<file path="config.mk">
export PLATFORM = sky130hd
export DESIGN_NAME = board_specific_top
export DESIGN_NICKNAME = d
export VERILOG_FILES = /design/src/hw/video_pkg.sv /design/src/hw/audio_pkg.sv /design/src/hw/heartbeat_counter.sv /design/src/hw/lcd_timing.sv /design/src/hw/pattern_pixel_stage.sv /design/src/hw/tone_gen.sv /design/src/hw/i2s_audio_out.sv /design/src/hw/board_specific_top.sv
export VERILOG_INCLUDE_DIRS = /design/src /design/src/include
export SDC_FILE = /design/constraint.sdc
export NUM_CORES = 1
export LEC_CHECK = 0
export BUFFER_PORTS_ARGS = -buffer_cell sky130_fd_sc_hd__buf_2
export CORE_MARGIN = 2
export CORE_UTILIZATION = 33
export DETAILED_ROUTE_END_ITERATION = 7
export PLACE_DENSITY = 0.5
export SKIP_CTS_REPAIR_TIMING = 1
export SYNTH_ARGS = -nofsm -noshare
export SYNTH_HDL_FRONTEND = slang
export SYNTH_SLANG_ARGS = --single-unit
export TNS_END_PERCENT = 1
</file>
<file path="constraint.sdc">
create_clock -name clk -period 2.5 [get_ports clk]
set_input_delay 0.75 -clock clk [delete_from_list [all_inputs] [get_ports clk]]
set_output_delay 0.75 -clock clk [all_outputs]
set_load 0.02 [all_outputs]
</file>
<file path="src/include/board_config.svh">
`ifndef BOARD_CONFIG_SVH
`define BOARD_CONFIG_SVH

//----------------------------------------------------------------------------
// LCD horizontal timing, in pixel clocks

`define LCD_H_FRONT_PORCH   40
`define LCD_H_SYNC          48
`define LCD_H_BACK_PORCH    88

//----------------------------------------------------------------------------
// LCD vertical timing, in lines

`define LCD_V_FRONT_PORCH   13
`define LCD_V_SYNC          3
`define LCD_V_BACK_PORCH    32

// Both syncs are active low on this panel
`define LCD_SYNC_ACTIVE     1'b0

`endif

</file>
<file path="src/hw/video_pkg.sv">
`default_nettype none

package video_pkg;

    // Pixel column or row, wide enough for 800 x 480 plus porches
    typedef logic [10:0] coord_t;

    // Panel colour channels
    typedef logic [4:0] red_t;
    typedef logic [5:0] green_t;
    typedef logic [4:0] blue_t;

    typedef struct packed
    {
        red_t   red;
        green_t green;
        blue_t  blue;
    } rgb_t;

    // One clock of the LCD scan
    typedef struct packed
    {
        coord_t x;
        coord_t y;
        logic   de;
        logic   hs;
        logic   vs;
    } lcd_scan_t;

endpackage

`default_nettype wire

</file>
<file path="src/hw/audio_pkg.sv">
`default_nettype none

package audio_pkg;

    // Signed PCM sample, same word on both channels
    typedef logic signed [15:0] sample_t;

    // Pins of the on-board I2S amplifier
    typedef struct packed
    {
        logic bck;
        logic ws;
        logic din;
    } i2s_pins_t;

endpackage

`default_nettype wire

</file>
<file path="src/hw/heartbeat_counter.sv">
`timescale 1ns/1ns
`default_nettype none

module heartbeat_counter
#(
    parameter int clk_mhz = 27,
    parameter int slow_hz = 4,
    parameter int w_led   = 6
)
(
    input  wire               clk,
    input  wire               rst_n,
    output logic [w_led-1:0]  led
);

    localparam int period = clk_mhz * 1000000 / slow_hz;
    localparam int w_cnt  = $clog2(period + 1);

    logic [w_cnt-1:0] cnt;
    logic             tick;

    assign tick = (cnt == '0);

    // Down-counter, tick on zero then reload
    always_ff @(posedge clk or negedge rst_n)
    begin
        if (!rst_n)
            cnt <= w_cnt'(period - 1);
        else if (tick)
            cnt <= w_cnt'(period - 1);
        else
            cnt <= cnt - 1'b1;
    end

    always_ff @(posedge clk or negedge rst_n)
    begin
        if (!rst_n)
            led <= '0;
        else if (tick)
            led <= led + 1'b1;
    end

endmodule

`default_nettype wire

</file>
<file path="src/hw/lcd_timing.sv">
`timescale 1ns/1ns
`default_nettype none

`include "board_config.svh"

module lcd_timing
#(
    parameter int screen_width  = 800,
    parameter int screen_height = 480
)
(
    input  wire                   clk,
    input  wire                   rst_n,
    output video_pkg::lcd_scan_t  scan
);

    import video_pkg::*;

    localparam logic sync_on = `LCD_SYNC_ACTIVE;

    // Line layout: active, front porch, sync, back porch
    localparam int h_sync_start = screen_width + `LCD_H_FRONT_PORCH;
    localparam int h_sync_end   = h_sync_start + `LCD_H_SYNC;
    localparam int h_total      = h_sync_end + `LCD_H_BACK_PORCH;

    // Frame layout, same order in lines
    localparam int v_sync_start = screen_height + `LCD_V_FRONT_PORCH;
    localparam int v_sync_end   = v_sync_start + `LCD_V_SYNC;
    localparam int v_total      = v_sync_end + `LCD_V_BACK_PORCH;

    coord_t h_cnt;
    coord_t v_cnt;
    logic   h_last;
    logic   v_last;
    logic   h_sync;
    logic   v_sync;

    assign h_last = (h_cnt == coord_t'(h_total - 1));
    assign v_last = (v_cnt == coord_t'(v_total - 1));

    assign h_sync = (h_cnt >= coord_t'(h_sync_start)) && (h_cnt < coord_t'(h_sync_end));
    assign v_sync = (v_cnt >= coord_t'(v_sync_start)) && (v_cnt < coord_t'(v_sync_end));

    //------------------------------------------------------------------------
    // Frame counters

    always_ff @(posedge clk or negedge rst_n)
    begin
        if (!rst_n)
        begin
            h_cnt <= '0;
            v_cnt <= '0;
        end
        else if (h_last)
        begin
            h_cnt <= '0;

            if (v_last)
                v_cnt <= '0;
            else
                v_cnt <= v_cnt + 1'b1;
        end
        else
        begin
            h_cnt <= h_cnt + 1'b1;
        end
    end

    //------------------------------------------------------------------------
    // Registered scan fields

    always_ff @(posedge clk or negedge rst_n)
    begin
        if (!rst_n)
        begin
            scan.x  <= '0;
            scan.y  <= '0;
            scan.de <= 1'b0;
            scan.hs <= ~sync_on;
            scan.vs <= ~sync_on;
        end
        else
        begin
            scan.x  <= h_cnt;
            scan.y  <= v_cnt;
            scan.de <= (h_cnt < coord_t'(screen_width)) && (v_cnt < coord_t'(screen_height));
            scan.hs <= h_sync ? sync_on : ~sync_on;
            scan.vs <= v_sync ? sync_on : ~sync_on;
        end
    end

endmodule

`default_nettype wire

</file>
<file path="src/hw/pattern_pixel_stage.sv">
`timescale 1ns/1ns
`default_nettype none

`include "board_config.svh"

module pattern_pixel_stage
#(
    parameter int screen_width  = 800,
    parameter int screen_height = 480
)
(
    input  wire                        clk,
    input  wire                        rst_n,
    input  wire  [1:0]                 key,
    input  wire  video_pkg::lcd_scan_t scan,
    output video_pkg::lcd_scan_t       lcd_out,
    output video_pkg::rgb_t            pixel
);

    import video_pkg::*;

    localparam logic sync_on = `LCD_SYNC_ACTIVE;

    logic [1:0] key0_sync;
    logic       blue_on;
    coord_t     mx;
    coord_t     my;
    rgb_t       pixel_next;

    // Key is active low, idles high
    always_ff @(posedge clk or negedge rst_n)
    begin
        if (!rst_n)
            key0_sync <= 2'b11;
        else
            key0_sync <= {key0_sync[0], key[0]};
    end

    assign blue_on = ~key0_sync[1];

    // Panel is mounted upside down
    assign mx = coord_t'(screen_width - 1) - scan.x;
    assign my = coord_t'(screen_height - 1) - scan.y;

    always_comb
    begin
        pixel_next       = '0;
        if (scan.de)
        begin
            pixel_next.red   = (mx < coord_t'(screen_width / 2))  ? '1 : '0;
            pixel_next.green = (my < coord_t'(screen_height / 2)) ? '1 : '0;
            pixel_next.blue  = blue_on ? '1 : '0;
        end
    end

    // One clock stage, scan fields delayed alongside the colour
    always_ff @(posedge clk or negedge rst_n)
    begin
        if (!rst_n)
        begin
            lcd_out <= '{x: '0, y: '0, de: 1'b0, hs: ~sync_on, vs: ~sync_on};
            pixel   <= '0;
        end
        else
        begin
            lcd_out <= scan;
            pixel   <= pixel_next;
        end
    end

endmodule

`default_nettype wire

</file>
<file path="src/hw/tone_gen.sv">
`timescale 1ns/1ns
`default_nettype none

module tone_gen
#(
    parameter int                 tone_half_period = 24,
    parameter audio_pkg::sample_t tone_amplitude   = 16'sh2000
)
(
    input  wire                 clk,
    input  wire                 rst_n,
    input  wire  [1:0]          key,
    output audio_pkg::sample_t  sample,
    output logic                sample_req,
    input  wire                 sample_ack
);

    import audio_pkg::*;

    typedef enum logic [1:0]
    {
        st_idle,
        st_request,
        st_release
    } state_t;

    localparam int      w_phase = $clog2(tone_half_period + 1);
    localparam sample_t amp_pos = tone_amplitude;
    localparam sample_t amp_neg = -tone_amplitude;

    state_t             state;
    logic [1:0]         key1_sync;
    logic               mute;
    logic [w_phase-1:0] phase;
    logic               negative;
    logic               phase_last;

    always_ff @(posedge clk or negedge rst_n)
    begin
        if (!rst_n)
            key1_sync <= 2'b11;
        else
            key1_sync <= {key1_sync[0], key[1]};
    end

    assign mute       = ~key1_sync[1];
    assign phase_last = (phase == w_phase'(tone_half_period - 1));

    //------------------------------------------------------------------------
    // Four-phase handshake, next sample only after ack drops

    always_ff @(posedge clk or negedge rst_n)
    begin
        if (!rst_n)
        begin
            state      <= st_idle;
            sample_req <= 1'b0;
            sample     <= amp_pos;
            phase      <= '0;
            negative   <= 1'b0;
        end
        else
        begin
            case (state)
                st_idle:
                begin
                    sample_req <= 1'b1;
                    state      <= st_request;
                end

                st_request:
                begin
                    if (sample_ack)
                    begin
                        sample_req <= 1'b0;
                        state      <= st_release;
                    end
                end

                st_release:
                begin
                    if (!sample_ack)
                    begin
                        state <= st_idle;

                        // Muted: phase holds where it was
                        if (mute)
                        begin
                            sample <= '0;
                        end
                        else if (phase_last)
                        begin
                            phase    <= '0;
                            negative <= ~negative;
                            sample   <= negative ? amp_pos : amp_neg;
                        end
                        else
                        begin
                            phase  <= phase + 1'b1;
                            sample <= negative ? amp_neg : amp_pos;
                        end
                    end
                end

                default:
                begin
                    state <= st_idle;
                end
            endcase
        end
    end

endmodule

`default_nettype wire

</file>
<file path="src/hw/i2s_audio_out.sv">
`timescale 1ns/1ns
`default_nettype none

module i2s_audio_out
#(
    parameter int bclk_div = 4
)
(
    input  wire                       clk,
    input  wire                       rst_n,
    input  wire  audio_pkg::sample_t  sample,
    input  wire                       sample_req,
    output logic                      sample_ack,
    output audio_pkg::i2s_pins_t      pins
);

    import audio_pkg::*;

    localparam int w_div = $clog2(bclk_div + 1);

    logic [w_div-1:0] div_cnt;
    logic             div_wrap;
    logic             bck;
    logic             bck_fall;
    logic [4:0]       bit_cnt;
    logic [4:0]       next_bit;
    logic             frame_start;
    logic             ws;
    logic [31:0]      shift_reg;
    sample_t          pending;
    logic             pending_valid;
    logic             accept;
    sample_t          held;
    sample_t          word;

    //------------------------------------------------------------------------
    // Bit clock divider

    assign div_wrap = (div_cnt == w_div'(bclk_div - 1));
    assign bck_fall = div_wrap & bck;

    always_ff @(posedge clk or negedge rst_n)
    begin
        if (!rst_n)
        begin
            div_cnt <= '0;
            bck     <= 1'b0;
        end
        else if (div_wrap)
        begin
            div_cnt <= '0;
            bck     <= ~bck;
        end
        else
        begin
            div_cnt <= div_cnt + 1'b1;
        end
    end

    //------------------------------------------------------------------------
    // Frame sequencing, all updates on the falling edge of bck

    assign next_bit    = bit_cnt + 1'b1;
    assign frame_start = bck_fall && (next_bit == 5'd0);

    // No new sample this frame: repeat the last one
    assign word = pending_valid ? pending : held;

    always_ff @(posedge clk or negedge rst_n)
    begin
        if (!rst_n)
        begin
            // Start in the last slot so the first fall opens a frame
            bit_cnt   <= 5'd31;
            ws        <= 1'b0;
            shift_reg <= '0;
            held      <= '0;
        end
        else if (bck_fall)
        begin
            bit_cnt <= next_bit;

            // WS leads the MSB of each channel by one bit
            ws <= (next_bit >= 5'd15) && (next_bit <= 5'd30);

            if (frame_start)
            begin
                shift_reg <= {word, word};
                held      <= word;
            end
            else
            begin
                shift_reg <= {shift_reg[30:0], 1'b0};
            end
        end
    end

    //------------------------------------------------------------------------
    // Handshake side, one sample per frame

    assign accept = sample_req && !sample_ack && !pending_valid;

    always_ff @(posedge clk)
    begin
        if (accept)
            pending <= sample;
    end

    always_ff @(posedge clk or negedge rst_n)
    begin
        if (!rst_n)
        begin
            pending_valid <= 1'b0;
            sample_ack    <= 1'b0;
        end
        else
        begin
            if (frame_start)
                pending_valid <= 1'b0;

            if (accept)
            begin
                pending_valid <= 1'b1;
                sample_ack    <= 1'b1;
            end
            else if (!sample_req && sample_ack)
            begin
                sample_ack <= 1'b0;
            end
        end
    end

    assign pins.bck = bck;
    assign pins.ws  = ws;
    assign pins.din = shift_reg[31];

endmodule

`default_nettype wire

</file>
<file path="src/hw/board_specific_top.sv">
`timescale 1ns/1ns
`default_nettype none

module board_specific_top
#(
    parameter int                 clk_mhz          = 27,
    parameter int                 slow_hz          = 4,
    parameter int                 screen_width     = 800,
    parameter int                 screen_height    = 480,
    parameter int                 tone_half_period = 24,
    parameter audio_pkg::sample_t tone_amplitude   = 16'sh2000,
    parameter int                 bclk_div         = 4,
    parameter int                 w_led            = 6
)
(
    input  wire                     clk,
    input  wire                     rst_n,
    input  wire  [1:0]              key,

    output wire  [w_led-1:0]        led,

    output wire                     lcd_de,
    output wire                     lcd_hs,
    output wire                     lcd_vs,
    output wire  video_pkg::red_t   lcd_r,
    output wire  video_pkg::green_t lcd_g,
    output wire  video_pkg::blue_t  lcd_b,

    output wire                     hp_bck,
    output wire                     hp_ws,
    output wire                     hp_din
);

    import video_pkg::*;
    import audio_pkg::*;

    lcd_scan_t scan;
    lcd_scan_t lcd_out;
    rgb_t      pixel;
    sample_t   sample;
    logic      sample_req;
    logic      sample_ack;
    i2s_pins_t pins;

    heartbeat_counter
    #(
        .clk_mhz ( clk_mhz ),
        .slow_hz ( slow_hz ),
        .w_led   ( w_led   )
    )
    heartbeat_i
    (
        .clk   ( clk   ),
        .rst_n ( rst_n ),
        .led   ( led   )
    );

    //------------------------------------------------------------------------
    // Video path

    lcd_timing
    #(
        .screen_width  ( screen_width  ),
        .screen_height ( screen_height )
    )
    lcd_timing_i
    (
        .clk   ( clk   ),
        .rst_n ( rst_n ),
        .scan  ( scan  )
    );

    pattern_pixel_stage
    #(
        .screen_width  ( screen_width  ),
        .screen_height ( screen_height )
    )
    pixel_stage_i
    (
        .clk     ( clk     ),
        .rst_n   ( rst_n   ),
        .key     ( key     ),
        .scan    ( scan    ),
        .lcd_out ( lcd_out ),
        .pixel   ( pixel   )
    );

    assign lcd_de = lcd_out.de;
    assign lcd_hs = lcd_out.hs;
    assign lcd_vs = lcd_out.vs;
    assign lcd_r  = pixel.red;
    assign lcd_g  = pixel.green;
    assign lcd_b  = pixel.blue;

    //------------------------------------------------------------------------
    // Audio path

    tone_gen
    #(
        .tone_half_period ( tone_half_period ),
        .tone_amplitude   ( tone_amplitude   )
    )
    tone_gen_i
    (
        .clk        ( clk        ),
        .rst_n      ( rst_n      ),
        .key        ( key        ),
        .sample     ( sample     ),
        .sample_req ( sample_req ),
        .sample_ack ( sample_ack )
    );

    i2s_audio_out
    #(
        .bclk_div ( bclk_div )
    )
    i2s_out_i
    (
        .clk        ( clk        ),
        .rst_n      ( rst_n      ),
        .sample     ( sample     ),
        .sample_req ( sample_req ),
        .sample_ack ( sample_ack ),
        .pins       ( pins       )
    );

    assign hp_bck = pins.bck;
    assign hp_ws  = pins.ws;
    assign hp_din = pins.din;

endmodule

`default_nettype wire

</file>
==> After elaboration in Yosys (flattened, before gate mapping) <==
Index checks and enable logic that the tools add are counted.
{ "classes": {"n_addsub": 9, "n_lt_le_gt_ge": 10, "eq_ne": 8, "muxes": 26, "n_bitwise": 4, "reduce_logical": 23} }
{ "ops": {"columns": ["operator", "n"], "rows": [
  ["16-bit two-way mux", 6],
  ["11-bit by 9-bit less-than comparator with 1-bit output (second input constant)", 3],
  ["32-bit two-way mux", 1],
  ["23-bit zero test", 1],
  ["23-bit two-way mux", 1],
  ["23-bit by 1-bit subtractor with 23-bit output (second input constant)", 1],
  ["11-bit by 1-bit adder with 11-bit output (second input constant)", 2],
  ["11-bit by 10-bit == test with 1-bit output (second input constant)", 2],
  ["11-bit by 10-bit less-than comparator with 1-bit output (second input constant)", 2],
  ["11-bit two-way mux", 2],
  ["5-bit two-way mux", 3],
  ["11-bit by 10-bit >= comparator with 1-bit output (second input constant)", 1],
  ["11-bit by 9-bit >= comparator with 1-bit output (second input constant)", 1],
  ["11-bit by 8-bit less-than comparator with 1-bit output (second input constant)", 1],
  ["10-bit by 11-bit subtractor with 11-bit output (first input constant)", 1],
  ["9-bit by 11-bit subtractor with 11-bit output (first input constant)", 1],
  ["5-bit by 1-bit adder with 5-bit output (second input constant)", 2],
  ["1-bit logical AND", 8],
  ["2-bit AND reduction", 4],
  ["1-bit two-way mux", 7],
  ["6-bit by 1-bit adder with 6-bit output (second input constant)", 1],
  ["6-bit two-way mux", 1],
  ["2-bit one-hot mux with 3 select lines", 1],
  ["2-bit nonzero test", 3],
  ["19 further kinds", 24]
]} }
{ "word_totals": {"ff_bits": 200, "input_bits": 4, "output_inout_bits": 28, "wordCells": 111} }

==> Logic depth before layout (Yosys ltp) <==
Gate-level depths: netlist of run 1.
{ "logic_depth": {"ltp_word": 5, "ltp_mapped": 8, "depth_no_buf": 7} }

==> Modules after synthesis <==
Synthesis of run 1 repeated with hierarchy kept, for this count alone.
{ "unflattened": {"hier_cells": 658, "area_unflattened_um2": 8265.4} }
{ "modules_own_cells": {"columns": ["module", "instances", "cells_each", "area_each_um2", "seq_area_each_um2"], "rows": [
  ["i2s_audio_out", 1, 263, 3383.2, 1988.2],
  ["lcd_timing", 1, 141, 1799.2, 1178.6],
  ["heartbeat_counter", 1, 141, 1498.9, 747.0],
  ["pattern_pixel_stage", 1, 53, 937.1, 755.7],
  ["tone_gen", 1, 60, 646.9, 329.1]
]} }

==> Worst setup path before layout of run 1 <==
No wires, ideal clock.
{ "synth_timing": {"path_type": "flip-flop to flip-flop", "from": "reg i2s_out_i.bit_cnt[0]", "to": "reg i2s_out_i.held[4]", "arrival_ps": 2156, "required_ps": 2382, "slack_ps": 225, "stages_incl_launch_ff": 9, "path_buffers": 2, "path_cell_list": "dfstp_2 -> ha_1 -> xnor2_1 -> a31oi_1 -> nor2_1 -> and3_1 -> clkbuf_2 -> clkbuf_1 -> and2b_1"} }
{ "synth_between": {"elab_chain_cells": 4} }
{ "synth_rtl": {"columns": ["element", "line", "rtl"], "rows": [
  ["start: declaration", "i2s_audio_out.sv:25", "logic [4:0] bit_cnt;"],
  ["start signal: assignment", "i2s_audio_out.sv:81", "bit_cnt <= next_bit;"],
  ["5-bit by 1-bit adder with 5-bit output", "i2s_audio_out.sv:63", "assign next_bit = bit_cnt + 1'b1;"],
  ["5-bit zero test", "i2s_audio_out.sv:64", "assign frame_start = bck_fall && (next_bit == 5'd0);"],
  ["1-bit logical AND", "i2s_audio_out.sv:64", null],
  ["2-bit AND reduction (no source line)", null, null],
  ["end signal: assignment", "i2s_audio_out.sv:89", "held <= word;"],
  ["end: declaration", "i2s_audio_out.sv:33", "sample_t held;"]
]} }
No other way between the ends.
A chain may end at the register's enable or synchronous reset.

==> Worst setup path after layout of run 1 <==
{ "layout_timing": {"from": "reg heartbeat_i.cnt[16]", "to": "reg heartbeat_i.led[0]"} }
{ "layout_between": {"elab_chain_cells": 1} }
{ "layout_rtl": {"columns": ["element", "line", "rtl"], "rows": [
  ["start: declaration", "heartbeat_counter.sv:19", "logic [w_cnt-1:0] cnt;"],
  ["start signal: assignment", "heartbeat_counter.sv:28", "cnt <= w_cnt'(period - 1);"],
  ["start signal: assignment", "heartbeat_counter.sv:30", "cnt <= w_cnt'(period - 1);"],
  ["start signal: assignment", "heartbeat_counter.sv:32", "cnt <= cnt - 1'b1;"],
  ["23-bit zero test", "heartbeat_counter.sv:22", "assign tick = (cnt == '0);"],
  ["end signal: assignment", "heartbeat_counter.sv:40", "led <= led + 1'b1;"],
  ["end: declaration", "heartbeat_counter.sv:13", "output logic [w_led-1:0] led"]
]} }
No other way between the ends.

==> load_flow_metrics.sql, run 1 <==
INSERT INTO impl_metrics (metric_group, metric, value, unit) VALUES
('status', 'result_of_the_run', 'complete, no violations', ''),
('timing', 'hold_violations', '0', ''),
('run', 'maxCapViolCount', '0', ''),
('route', 'totalWireLength', '11.6', 'mm'),
('critical_path', 'timing.critical_path.required', '2.78', 'ns'),
('cells_and_area', 'drive_gt1_frac', '0.203', ''),
('route', 'number_of_drc_markers_in_iteration_0', '285', ''),
('clock_network', 'clkSinkCount', '151', ''),
('floorplan', 'die_width', '144', 'um'),
('timing', 'final.setup_skew', '0.00767', 'ns'),
('timing', 'final.hold.worst_slack', '0.277', 'ns'),
('timing', 'timing_worst_slew_pin_value', '0.560', 'ns'),
('synth', 'synth_top_family_by_area', 'simple AND/OR/NAND/NOR gates', ''),
('cells_and_area', 'syn2layout_area_growth', '16.3', '%'),
('critical_path', 'critical_path.max_stage_delay', '0.62', 'ns'),
('synth', 'synth-xor-area-share', '0.0572', ''),
('clock_network', 'tritoncts', 'built', ''),
('floorplan', 'design.core.area', '0.0193', 'mm2'),
('power', 'total_leakage_power', '3.39', 'nW'),
('synth', 'edff_count_synth', '2', ''),
('synth', 'synth-adder-area-share', '0.0253', ''),
('global_route', 'grt_usage', '0.124', ''),
('clock_network', 'cts.reportedPaths.clkPinSlew', '0.06', 'ns'),
('critical_path', 'worst_path_dominant_cell_family', 'simple AND/OR/NAND/NOR gates', ''),
('floorplan', 'num_rows', '51', ''),
('hold_path', 'hold_removal_path_class', 'in -> async', ''),
('critical_path', 'critical-path-slowest-cell', 'sky130_fd_sc_hd__or3_1', ''),
('global_route', 'grt_start_max_net_pins', '58', ''),
('place', 'detailed_place_hpwl', '7.63', 'mm'),
('critical_path', 'worstPathArrival', '2.57', 'ns'),
('timing', 'finalCriticalPeriod', '2.29', 'ns'),
('floorplan', 'die-area', '0.0206', 'mm2'),
('synth', 'syn-num-nets', '605', ''),
('global_route', 'grt_pass1_wl', '20.6', 'mm'),
('route', 'drc', '0', ''),
('timing', 'totalNegativeSetupSlack', '0', 'ns'),
('synth', 'synthSimpleGateAreaFrac', '0.215', ''),
('critical_path', 'maximum_fanout_encountered_on_the_critical_timing_path', '16', ''),
('power', 'vdd.ir_drop.worst', '0.452', 'mV'),
('synth', 'postSynthRegisterBits', '151', ''),
('cells_and_area', 'num-nets-final', '636', ''),
('floorplan', 'io_pins', '32', ''),
('synth', 'synth.top_cell.area_share', '0.459', ''),
('cells_and_area', 'multi_input_area', '0.00236', 'mm2'),
('cells_and_area', 'register_area', '0.00383', 'mm2'),
('clock_network', 'clkLatencyLatePin', '0.42', 'ns'),
('synth', 'synth-main-ff-cell', 'sky130_fd_sc_hd__dfrtp_1', ''),
('synth', 'total_number_of_yosys_warnings', '0', ''),
('route', 'drt_pre_antenna_iters', '4', ''),
('clock_network', 'clk_tree_root_cell', 'sky130_fd_sc_hd__clkbuf_16', ''),
('synth', 'multiplexer_share_of_the_synthesized_area', '0.0105', ''),
('synth', 'synth_compound_gate_area_share', '0.0576', ''),
('critical_path', 'cp_cell_sequence', 'or4_4 -> or3_4 -> or3_1 -> xnor2_1', ''),
('synth', 'ys_async_sr_fraction', '0.987', ''),
('synth', 'synth_cell_types', '55', ''),
('cells_and_area', 'largest_register_ffs', '32', ''),
('place', 'place_worst_setup_slack', '0.202', 'ns'),
('clock_network', 'h-tree-depth', '4', ''),
('timing', 'worst_slack', '0.211', 'ns'),
('timing', 'setup_viol_count_final', '0', ''),
('timing', 'fin_crit_sh', '0.916', ''),
('route', 'detail-route-antenna-nets', '0', ''),
('place', 'routabilityCongestion', '0.743', ''),
('timing', 'max_freq', '437', 'MHz'),
('clock_network', 'clock_path_buffers', '2', ''),
('timing', 'relSlewSlack', '0.626', ''),
('global_route', 'first_global_vias', '4370', ''),
('synth', 'seq_area_frac_synth', '0.595', ''),
('floorplan', 'floorplan.die.height', '144', 'um'),
('place', 'place.port_buffers', '31', ''),
('critical_path', 'setup.worst_path.start_class', 'flop', '');
-- routing by layer --
layer	share of wire	up-vias	global-route usage
li1	-	2082	-
met1	0.47	2151	0.159
met2	0.49	39	0.200
met3	0.025	16	0.0323
met4	0.013	0	0.0470
met5	0	-	0
-- logic make-up (layout without fill, tap and decap cells) --
family          Yosys count  in the layout
fa+ha+maj                13             13
mux                       6              6
buf+inv                  46             90
compound gates           58             58
simple gates            272            272
flops                   151            151
xor+xnor                 42             42
-- through the flow --
| stage | power, mW | area [um2] | utilization | cells |
|---|---|---|---|---|
| floorplan | 2.52 | 6430 | - | 588 |
| global placement | 2.58 | 6880 | 0.357 | 865 |
| detailed placement | 2.58 | 6880 | 0.357 | 865 |
| CTS | 5.20 | 7470 | 0.388 | 897 |
| global route | 5.32 | 7470 | 0.388 | 897 |
| finish | 5.11 | 7470 | 0.388 | 897 |
-- worst reg2reg max path, cell delays in order, from the launching register on --
cell and delay (ns):
sky130_fd_sc_hd__dfrtp_1 0.42, sky130_fd_sc_hd__or4_4 0.54, sky130_fd_sc_hd__or3_4 0.37, sky130_fd_sc_hd__or3_1 0.62
sky130_fd_sc_hd__xnor2_1 0.22
-- where the power goes --
| group | leakage, nW | switching [mW] | internal (mW) | total (mW) |
|---|---|---|---|---|
| combinational | 1.19 | 0.0562 | 0.0177 | 0.0740 |
| clock | 0.290 | 1.07 | 1.50 | 2.58 |
| sequential | 1.91 | 0.00308 | 2.46 | 2.46 |
| total | 3.39 | 1.13 | 3.98 | 5.11 |
-- placed cells by master, fill, tap and decap left out, types with 16 or more instances in the layout --
cell	Yosys	final
sky130_fd_sc_hd__nor2b_1	18	18
sky130_fd_sc_hd__dfrtp_1	118	118
sky130_fd_sc_hd__buf_2	1	30
sky130_fd_sc_hd__nand3_1	63	63
sky130_fd_sc_hd__dfstp_2	31	31
sky130_fd_sc_hd__buf_4	13	16
sky130_fd_sc_hd__nand2_1	79	79
sky130_fd_sc_hd__nor2_1	33	33
sky130_fd_sc_hd__xnor2_1	29	29
sky130_fd_sc_hd__clkbuf_16	0	17
sky130_fd_sc_hd__o21ai_0	18	18
-- cell type report --
| cell class | count | area share |
|---|---|---|
| Multi-Input combinational cell | 391 | 0.316 |
| Tap cell | 265 | 0.0444 |
| Sequential cell | 151 | 0.512 |
| Timing Repair Buffer | 49 | 0.0430 |
| Clock inverter | 14 | 0.0223 |
| Inverter | 9 | 0.00452 |
| Clock buffer | 18 | 0.0574 |
-- final timing paths --
kind / endpoint / startpoint / cells after the start / slack, ns
max: heartbeat_i.led[0]$_DFFE_PN0P_ / heartbeat_i.cnt[16]$_DFF_PN0_ / 4 / 0.21
min: heartbeat_i.led[1]$_DFFE_PN0P_ / rst_n / 1 / 0.28
max reg2reg: heartbeat_i.led[0]$_DFFE_PN0P_ / heartbeat_i.cnt[16]$_DFF_PN0_ / 4 / 0.21
min reg2reg: tone_gen_i.key1_sync[1]$_DFF_PN1_ / tone_gen_i.key1_sync[0]$_DFF_PN1_ / 0 / 0.36
max in group asynchronous: pixel_stage_i.key0_sync[1]$_DFF_PN1_ / rst_n / 2 / 1.57
min in group clk: tone_gen_i.key1_sync[1]$_DFF_PN1_ / tone_gen_i.key1_sync[0]$_DFF_PN1_ / 0 / 0.36
No activity file was read; power rests on OpenSTA's default activity.
==> run 2: changes to the inputs <==
==> constraint.sdc (replaced) <==
create_clock -name clk -period 2.2 [get_ports clk]
set_input_delay 0.66 -clock clk [delete_from_list [all_inputs] [get_ports clk]]
set_output_delay 0.66 -clock clk [all_outputs]
set_load 0.02 [all_outputs]
==> run 2 against run 1 <==
Clock skew rose by 0.0036 ns. Core utilization increased by 0.36 points. Worst setup slack worse by 0.13 ns. Flip-flop and latch count unchanged. Largest cell class unchanged. Final cell count rose by 0.89%. Global-route usage decreased by 0.65 points. Largest power group unchanged. Die area unchanged. Critical path type unchanged. Fmax up 7.9%. Non-clock buffer count increased by 8. Sequential share of layout area is 0.48 points lower.
==> load_flow_metrics.sql, run 2 (same netlist as run 1, synthesis figures left out) <==
INSERT INTO impl_metrics (metric_group, metric, value, unit) VALUES
('timing', 'final.setup_skew', '0.0113', 'ns'),
('cells_and_area', 'drive_gt1_frac', '0.219', ''),
('clock_network', 'clk_tree_root_cell', 'sky130_fd_sc_hd__clkbuf_16', ''),
('floorplan', 'design.core.area', '0.0193', 'mm2'),
('route', 'detailroute.wirelength.met2', '5.36', 'mm'),
('critical_path', 'critical_path_class', 'reg -> reg', ''),
('clock_network', 'numCtsBuffers', '17', ''),
('critical_path', 'cp_cell_sequence', 'or4_4 -> or3_4 -> or3_1 -> buf_4 -> o211ai_1', ''),
('route', 'drt-met1-wl', '5.34', 'mm'),
('critical_path', 'maximum_fanout_encountered_on_the_critical_timing_path', '15', ''),
('place', 'detailed_place_hpwl', '7.31', 'mm'),
('power', 'pwr-share-clk', '0.498', ''),
('cells_and_area', 'syn2layout_area_growth', '17.4', '%'),
('global_route', 'grt_start_max_net_pins', '47', ''),
('clock_network', 'h-tree-depth', '4', ''),
('timing', 'timing_worst_slew_pin_value', '0.467', 'ns'),
('cells_and_area', 'final-instance-count-excl-fill', '905', ''),
('critical_path', 'worst-path-buf-inv', '1', ''),
('critical_path', 'critical-path-slowest-cell', 'sky130_fd_sc_hd__or4_4', ''),
('cells_and_area', 'insertedDiodeCount', '0', ''),
('global_route', 'grt_remaining_overflow', '0', ''),
('global_route', 'grt_antenna_before_repair', '0', ''),
('place', 'routabilityCongestion', '0.772', ''),
('critical_path', 'worst_path_dominant_cell_family', 'simple AND/OR/NAND/NOR gates', ''),
('power', 'comb_power_share', '0.014', ''),
('route', 'met3WireLength', '341', 'um'),
('place', 'place.port_buffers', '31', ''),
('cells_and_area', 'layout.cells.most_common_list', 'sky130_fd_sc_hd__dfrtp_1 (118), sky130_fd_sc_hd__nand2_1 (79), sky130_fd_sc_hd__nand3_1 (63), sky130_fd_sc_hd__nor2_1 (32), sky130_fd_sc_hd__dfstp_2 (31)', ''),
('global_route', 'first_global_vias', '4128', ''),
('run', 'maxCapViolCount', '0', ''),
('power', 'vdd.ir_drop.worst', '0.301', 'mV'),
('power', 'power_dissipated_by_switching_net_loads', '1.31', 'mW'),
('timing', 'relSlewSlack', '0.689', ''),
('floorplan', 'die_width', '144', 'um'),
('clock_network', 'clkSinkCount', '151', ''),
('route', 'routed_via_density', '4.69', ''),
('route', 'totalWireLength', '11.1', 'mm'),
('timing', 'fin_crit_sh', '0.964', ''),
('cells_and_area', 'num-nets-final', '644', ''),
('cells_and_area', 'total_of_fill_cells_in_the_finished_design', '1873', ''),
('timing', 'setup_repair_after_global_routing_missed_its_margin', 'no', ''),
('clock_network', 'clock_path_buffers', '2', ''),
('clock_network', 'tritoncts', 'built', ''),
('timing', 'totalNegativeSetupSlack', '0', 'ns'),
('place', 'placed_cells', '873', ''),
('critical_path', 'setup.worst_path.end_class', 'flop', ''),
('critical_path', 'timing.critical_path.required', '2.54', 'ns'),
('cells_and_area', 'final_common_cell', 'sky130_fd_sc_hd__dfrtp_1', ''),
('floorplan', 'floorplan.die.height', '144', 'um'),
('critical_path', 'worstPathArrival', '2.46', 'ns'),
('route', 'top_layer', 'met4', ''),
('cells_and_area', 'largest_register_ffs', '32', ''),
('power', 'seq_power_share', '0.488', ''),
('route', 'drc', '0', ''),
('timing', 'max_freq', '472', 'MHz'),
('route', 'number_of_drc_markers_in_iteration_0', '219', ''),
('route', 'route.vias.total', '4244', ''),
('floorplan', 'die-area', '0.0206', 'mm2'),
('floorplan', 'io_pins', '32', ''),
('route', 'drt_pre_antenna_iters', '4', ''),
('floorplan', 'starting_density_of_the_core', '0.334', ''),
('critical_path', 'setup.worst_path.start_class', 'flop', ''),
('power', 'total_leakage_power', '3.43', 'nW'),
('power', 'internal_power', '4.42', 'mW'),
('timing', 'finalCriticalPeriod', '2.12', 'ns'),
('hold_path', 'hold_removal_path_class', 'in -> async', ''),
('power', 'power.density_cell_area', '760', 'mW/mm2'),
('floorplan', 'num_rows', '51', ''),
('clock_network', 'cts.reportedPaths.clkPinSlew', '0.07', 'ns'),
('status', 'result_of_the_run', 'complete, no violations', ''),
('timing', 'setup_viol_count_final', '0', ''),
('global_route', 'grt_usage', '0.117', ''),
('timing', 'hold_violations', '0', ''),
('route', 'wire_per_inst', '12.3', 'um'),
('cells_and_area', 'final_core_density', '0.392', ''),
('route', 'detail-route-antenna-nets', '0', ''),
('critical_path', 'critical_path.max_stage_delay', '0.54', 'ns'),
('clock_network', 'clkLatencyLatePin', '0.42', 'ns'),
('timing', 'slew_violations', '0', ''),
('power', 'sw_frac_of_total', '0.229', ''),
('global_route', 'grt_pass1_wl', '19.2', 'mm');
## run 2: cell count changes in the layout (fill, tap and decap cells not counted)
cell	change
sky130_fd_sc_hd__a211oi_1	-2
sky130_fd_sc_hd__a211oi_2	+2
sky130_fd_sc_hd__buf_12	+1
sky130_fd_sc_hd__buf_4	+7
sky130_fd_sc_hd__bufinv_16	-1
sky130_fd_sc_hd__clkbuf_1	-1
sky130_fd_sc_hd__clkinv_2	+1
sky130_fd_sc_hd__clkinv_4	-3
sky130_fd_sc_hd__inv_4	-1
sky130_fd_sc_hd__inv_6	+4
sky130_fd_sc_hd__inv_8	+1
sky130_fd_sc_hd__nor2_1	-1
sky130_fd_sc_hd__nor2_2	+1
## run 2: area by class of cell
cell class                      instances  area [um2]  share of cell area
Sequential cell                       151        3830               0.507
Multi-Input combinational cell        391        2380               0.315
Clock buffer                           17         425              0.0564
Timing Repair Buffer                   57         394              0.0522
Tap cell                              265         332              0.0439
Clock inverter                         15         155              0.0206
Inverter                                9        33.8             0.00448
## run 2: final timing paths
kind / depth (start not counted) / slack, ns / from / to
worst max-delay path: 5 / 0.08 / heartbeat_i.cnt[16]$_DFF_PN0_ / heartbeat_i.cnt[15]$_DFF_PN1_
worst min-delay path: 1 / 0.18 / rst_n / i2s_out_i.bck$_DFFE_PN0P_
worst max register to register: 5 / 0.08 / heartbeat_i.cnt[16]$_DFF_PN0_ / heartbeat_i.cnt[15]$_DFF_PN1_
worst min register to register: 0 / 0.35 / lcd_timing_i.scan[1]$_DFF_PN1_ / pixel_stage_i.lcd_out[1]$_DFF_PN1_
max in group asynchronous: 2 / 1.38 / rst_n / pixel_stage_i.key0_sync[0]$_DFF_PN1_
min in group clk: 1 / 0.34 / key[0] / pixel_stage_i.key0_sync[0]$_DFF_PN1_
## run 2: layer usage
metal  global-route usage  up-vias
met5                    0        -
met4               0.0402        0
met3               0.0390        6
met2                0.189       40
met1                0.148     2094
li1                     -     2104
## run 2: stage by stage
step	worst slack (ns)	hold slack, ns	power, mW	area, um2
3_5_place_dp	0.0780	0.347	2.93	6950
5_1_grt	0.00215	0.197	5.96	7540
2_1_floorplan	0.0824	0.345	2.86	6430
6_report	0.0794	0.178	5.73	7540
4_1_cts	0.0573	0.180	5.83	7530
3_3_place_gp	0.119	0.346	2.93	6950
## run 2: power groups by stage
stage / Clock (mW) / Combinational (mW) / Sequential (mW)
after global routing: 3.07 / 0.0942 / 2.80
after CTS: 2.95 / 0.0855 / 2.80
final: 2.85 / 0.0793 / 2.80
after detailed placement: 0 / 0.0851 / 2.85
after global placement: 0 / 0.0837 / 2.85
after floorplan: 0 / 0.0125 / 2.85
